## src/include/gfx_defines.svh

```systemverilog
`ifndef GFX_DEFINES_SVH
`define GFX_DEFINES_SVH

// One registry slot per model
`define MAX_MODEL_COUNT 8

// Capacity of the model RAM in triangles
`define MAX_TRIANGLE_COUNT 64

// Signed vertex coordinate width
`define COORD_WIDTH 16

// One extra count value so that a full buffer differs from an empty one
`define TRI_COUNT_WIDTH ($clog2(`MAX_TRIANGLE_COUNT + 1))

`define MODEL_INDEX_WIDTH ($clog2(`MAX_MODEL_COUNT))

`endif

```

## src/verilog/geom_pkg.sv

```systemverilog
`default_nettype none

`include "gfx_defines.svh"

package geom_pkg;

    // One vertex in model space
    typedef struct packed {
        logic signed [`COORD_WIDTH-1:0] x;
        logic signed [`COORD_WIDTH-1:0] y;
        logic signed [`COORD_WIDTH-1:0] z;
    } vertex_t;

    typedef struct packed {
        vertex_t v0;
        vertex_t v1;
        vertex_t v2;
    } triangle_t;

    // Sideband that travels next to each triangle on the output stream
    typedef struct packed {
        logic last; // Final triangle of a model
    } triangle_meta_t;

endpackage

`default_nettype wire

```

## src/verilog/modelbuf_pkg.sv

```systemverilog
`default_nettype none

package modelbuf_pkg;

    // Host write into the model buffer
    typedef struct packed {
        logic [7:0]          model_id;
        geom_pkg::triangle_t triangle;
    } modelbuf_write_t;

    // One triangle fetch from a stored model
    typedef struct packed {
        logic [7:0]  model_index;
        logic [15:0] triangle_index;
    } modelbuf_read_t;

    typedef struct packed {
        logic [7:0] model_id; // Model to draw
    } draw_req_t;

    // Lifetime of a registry slot
    typedef enum logic [1:0] {
        MODEL_EMPTY   = 2'd0,
        MODEL_WRITING = 2'd1,
        MODEL_WRITTEN = 2'd2
    } model_state_t;

    typedef enum logic {
        READER_IDLE  = 1'b0,
        READER_ISSUE = 1'b1
    } reader_state_t;

endpackage

`default_nettype wire

```

## src/verilog/model_reader.sv

```systemverilog
`default_nettype none
`timescale 1ns/1ns

`include "gfx_defines.svh"

module model_reader (
    input  wire logic                         clk,
    input  wire logic                         rstn,

    input  wire logic                         draw_in_valid,
    output logic                              draw_in_ready,
    input  wire modelbuf_pkg::draw_req_t      draw_in_data,

    output logic [7:0]                        size_query_model,
    input  wire logic [`TRI_COUNT_WIDTH-1:0]  size_query_count,

    output logic                              read_req_valid,
    input  wire logic                         read_req_ready,
    output modelbuf_pkg::modelbuf_read_t      read_req_data
);

    localparam int CNT_W = `TRI_COUNT_WIDTH;

    modelbuf_pkg::reader_state_t state;
    logic [7:0]       model_id;  // Model captured with the draw
    logic [CNT_W-1:0] count;     // Its size at that moment
    logic [CNT_W-1:0] index;     // Next triangle to request
    logic             req_accept;
    logic             issue_done;

    assign draw_in_ready    = state == modelbuf_pkg::READER_IDLE;
    assign size_query_model = draw_in_data.model_id; // Size is sampled on the accepting edge

    // An empty model issues nothing
    assign read_req_valid = (state == modelbuf_pkg::READER_ISSUE) && (count != '0);
    assign read_req_data  = '{model_index: model_id, triangle_index: 16'(index)};

    assign req_accept = read_req_valid && read_req_ready;
    assign issue_done = (count == '0) || (req_accept && ((index + 1'b1) == count));

    always_ff @(posedge clk or negedge rstn) begin
        if (!rstn) begin
            state    <= modelbuf_pkg::READER_IDLE;
            model_id <= '0;
            count    <= '0;
            index    <= '0;
        end else begin
            case (state)
                modelbuf_pkg::READER_IDLE: begin
                    if (draw_in_valid) begin
                        model_id <= draw_in_data.model_id;
                        count    <= size_query_count;
                        index    <= '0;
                        state    <= modelbuf_pkg::READER_ISSUE;
                    end
                end
                modelbuf_pkg::READER_ISSUE: begin
                    if (issue_done) begin
                        state <= modelbuf_pkg::READER_IDLE;
                    end else if (req_accept) begin
                        index <= index + 1'b1;
                    end
                end
                default: begin
                    state <= modelbuf_pkg::READER_IDLE;
                end
            endcase
        end
    end

    // Requests never run past the size captured with the draw
    assert property (@(posedge clk) disable iff (!rstn)
        read_req_valid |-> index < count);

endmodule

`default_nettype wire

```

## config.mk

```make
export PLATFORM = sky130hd
export DESIGN_NAME = model_reader
export DESIGN_NICKNAME = d
export VERILOG_FILES = /design/src/verilog/geom_pkg.sv /design/src/verilog/modelbuf_pkg.sv /design/src/verilog/model_reader.sv
export VERILOG_INCLUDE_DIRS = /design/src /design/src/include
export SDC_FILE = /design/constraint.sdc
export NUM_CORES = 1
export LEC_CHECK = 0
export BUFFER_PORTS_ARGS = -buffer_cell sky130_fd_sc_hd__buf_2
export CAP_MARGIN = 10
export CORE_ASPECT_RATIO = 2
export CORE_MARGIN = 10
export CORE_UTILIZATION = 40
export DETAILED_ROUTE_END_ITERATION = 12
export PLACE_DENSITY = 0.68
export SLEW_MARGIN = 20
export SYNTH_ARGS = -nofsm -noshare
export SYNTH_HDL_FRONTEND = slang
export SYNTH_SLANG_ARGS = --single-unit
```

## constraint.sdc

```tcl
create_clock -name clk -period 2.99 [get_ports clk]
set_clock_uncertainty 0.15 [all_clocks]
set_input_delay 0 -clock clk [delete_from_list [all_inputs] [get_ports clk]]
set_output_delay 0 -clock clk [all_outputs]
set_load 0.01 [all_outputs]
```

==> metrics.md <==
| Metric | Value |
|---|---|
| Antenna Violating Nets Remaining | `0` |
| 1st-iter DRT viols | `21` |
| Final Hold Viols | `0` |
| Core area | `0.00334 mm2` |
| Max Clk Rate | `0.384 GHz` |
| CP required | `2.99 ns` |
| Pwr Density | `820 mW/mm2` |
| Pin count of the biggest net entering global routing | `24` |
| Area growth syn-to-layout | `27.0%` |
| Reg power frac | `0.395` |
| Drt drc | `0` |
| WP buf/inv | `0` |
| PortBufs | `between 40 and 50` |
| Post-CTS setup buffer count | `0` |
| Reg area | `576 um2` |
| Total gr overflow | `0` |
| Gpl congestion | `between 0.7 and 0.8` |
| Final setup violating endpoints | `0` |
| Comb pwr share | `0.469` |
| Clock period minus worst slack | `2.60 ns` |
| Pre-CTS setup slack | `0.387 ns` |
| Final worst slack | `around 0.39 ns` |
| Tightest Hold Check Type | `primary input to async pin` |
| First-pass detailed-route iteration total | `4` |
| CTS sink count | `23` |
| Max-Slew Margin vs Limit | `0.578` |
| Leak Pwr | `0.000914 uW` |
| Yosys reg bits | `23` |
| RSZ-0062 raised after global routing | `no` |
| EDFF count, synth | `0` |
| Worst slew pin tran | `~0.63 ns` |
| Starting density of the core | `0.409` |
| YS warnings | `0` |
| WL/cell | `15.0 um` |
| First-pass GRT wire length | `5850 um` |
| Final Net Count | `around 230` |
| Largest cells by area after synthesis | `dfrtp_1, nand2_1, buf_4` |
| Kind of cell adding the most delay to the critical path | `simple AND/OR/NAND/NOR gates` |
| Critical path class | `register to register` |
| Crit path DAT | `around 2.6 ns` |
| Fin. max-slew vios | `0` |
| Final HPWL DP | `roughly 2600 um` |
| Fillers | `306` |
| Gate Count Post-Synth | `153` |
| Antenna Cells | `0` |
| Root buffer cell | `clkbuf_8` |
| Post-synthesis sequential area ratio | `0.422` |
| Via-to-Cell Ratio | `4.96` |
| Post-Syn Area | `0.00137 mm2` |
| DRT Wirelength | `3570 um` |
| Status | `finished, final reports clean` |
| All-Layer GR Usage | `0.120` |
| Clock-pin slew on the worst setup and hold paths | `0.08 ns` |
| Pwr Total | `1420 uW` |
| Layout cells sized above 1 | `0.272` |
| Total CTS buffers | `3` |
| Ys async rst share | `1.00` |
| Crit path largest cell delay | `0.62 ns` |
| Startpoint types | `register` |
| H-tree Lvls | `1` |
| Final worst path period share | `0.870` |
| Synth top area share | `0.422` |
| Clk_lat worst skew | `0.27 ns` |
| Synth unique cells | `40` |
| Vias | `1,180` |
| Cell Chain, Critical Path | `ha_1, or4bb_2, o211ai_1, a21o_1, nand3_4, and4b_1, or3_1` |
| Initial antenna violation count | `0` |
| Worst path slowest cell | `or4bb_2` |
| Worst vdd ir | `0.573 mV` |
| IO Pins | `53` |
| Die Ht | `slightly above 100 um` |
| CTS Buffer Depth | `2` |
| CP Capture Type | `register` |
| Worst-path fanout max | `9` |
| TritonCTS clock tree | `yes` |
| Max-cap violation count | `0` |
| Hold_buf cts | `18` |
| Die area | `0.00629 mm2` |
| Post-CTS sizing | `0` |
| Syn avg cell area | `between 8 and 9 um2` |
| Die X | `61.3 um` |
| Internal power | `814 uW` |
| Sw frac | `0.428` |
| Commonest register cell after synthesis | `dfrtp_1` |
| Clock share of power | `0.136` |
| Site Rows | `30` |
| Psw | `609 uW` |
| Vias in the first global route | `1,274` |
| Yosys top cell by area | `dfrtp_1` |
| Total Neg Setup Slack | `0 ns` |
| Area occupied by multi-input gates | `662 um2` |
## logic make-up (layout without fill, tap and decap cells)
logic type      count (synthesis)  after routing  synth area share
buf+inv                        23             68             0.115
compound gates                 13             13            0.0843
fa+ha+maj                       1              1           0.00916
mux                             3              3            0.0220
flops                          23             23             0.422
simple gates                   79             79             0.280
xor+xnor                       10             10            0.0642
other cells                     1              9           0.00275
## synthesized netlist by cell type, drive strengths merged, types with 2 or more instances
cell type / n
nand4: 2
mux2i: 3
nand3: 4
xnor2: 6
xor2: 4
a21oi: 2
and3: 2
and2: 2
dfrtp: 23
buf: 19
o211ai: 2
nand2: 57
or3: 2
a21o: 2
clkbuf: 2
inv: 2
nand3b: 3
## layout make-up
type,instances,share of cell area
tap,32,0.0231
inverter,2,0.00433
clock buffer,3,0.0238
timing repair buffer,62,0.232
clock inverter,1,0.00289
sequential,23,0.332
multi-input combinational,115,0.382
## per-stage QoR
step                      instance area [um2]  cells  utilization  hold WS [ns]
after floorplan                          1400    161            -        -0.446
after global placement                   1510    216        0.451        -0.150
after detailed placement                 1510    216        0.451        -0.144
after CTS                                1730    238        0.519         0.100
after global routing                     1730    238        0.519         0.113
final                                    1730    238        0.519        0.0837
## worst register-to-register path, stage by stage (launching register included)
cell,delay (ns)
dfrtp_1,0.49
ha_1,0.27
or4bb_2,0.62
o211ai_1,0.10
a21o_1,0.21
nand3_4,0.14
and4b_1,0.22
or3_1,0.29
## worst paths after layout
kind	slack [ns]	startpoint	endpoint	cells past startpoint
min	0.08	rstn	model_id[0]	2
max reg2reg	0.39	index[0]	index[6]	7
max in group asynchronous	2.25	rstn	index[1]	2
min in group clk	0.31	size_query_count[4]	count[4]	4
max	0.39	index[0]	index[6]	7
min reg2reg	0.33	model_id[4]	model_id[4]	2
## flip-flops by register name, summed over array words and instances, names as in the netlist
name,count
count,7
index,7
model_id,8
state,1
## per-layer routing
layer / global-route usage / up-vias / part of all wire
li1: - / 587 / -
met4: 0.0372 / 0 / 0.012
met3: 0.0543 / 4 / 0.084
met1: 0.122 / 551 / 0.36
met2: 0.208 / 38 / 0.54
met5: 0 / - / 0
## power groups by stage
stage	combinational [uW]	clock (uW)	sequential, uW
after floorplan	444	0	582
after global placement	647	0	563
after detailed placement	654	0	569
after CTS	675	199	562
after global routing	751	211	585
final	667	193	562
## placed cells by master (no fill, tap or decap), types with 2 or more instances in the layout
cell type	n
and2_1	2
nand3b_1	3
nand3_1	3
dlygate4sd3_1	18
nand2_1	57
mux2i_1	3
xor2_1	4
conb_1	9
a21oi_1	2
clkbuf_8	3
o211ai_1	2
buf_2	43
inv_1	2
dfrtp_1	23
xnor2_1	6
Power figures use the tool's default switching activity.
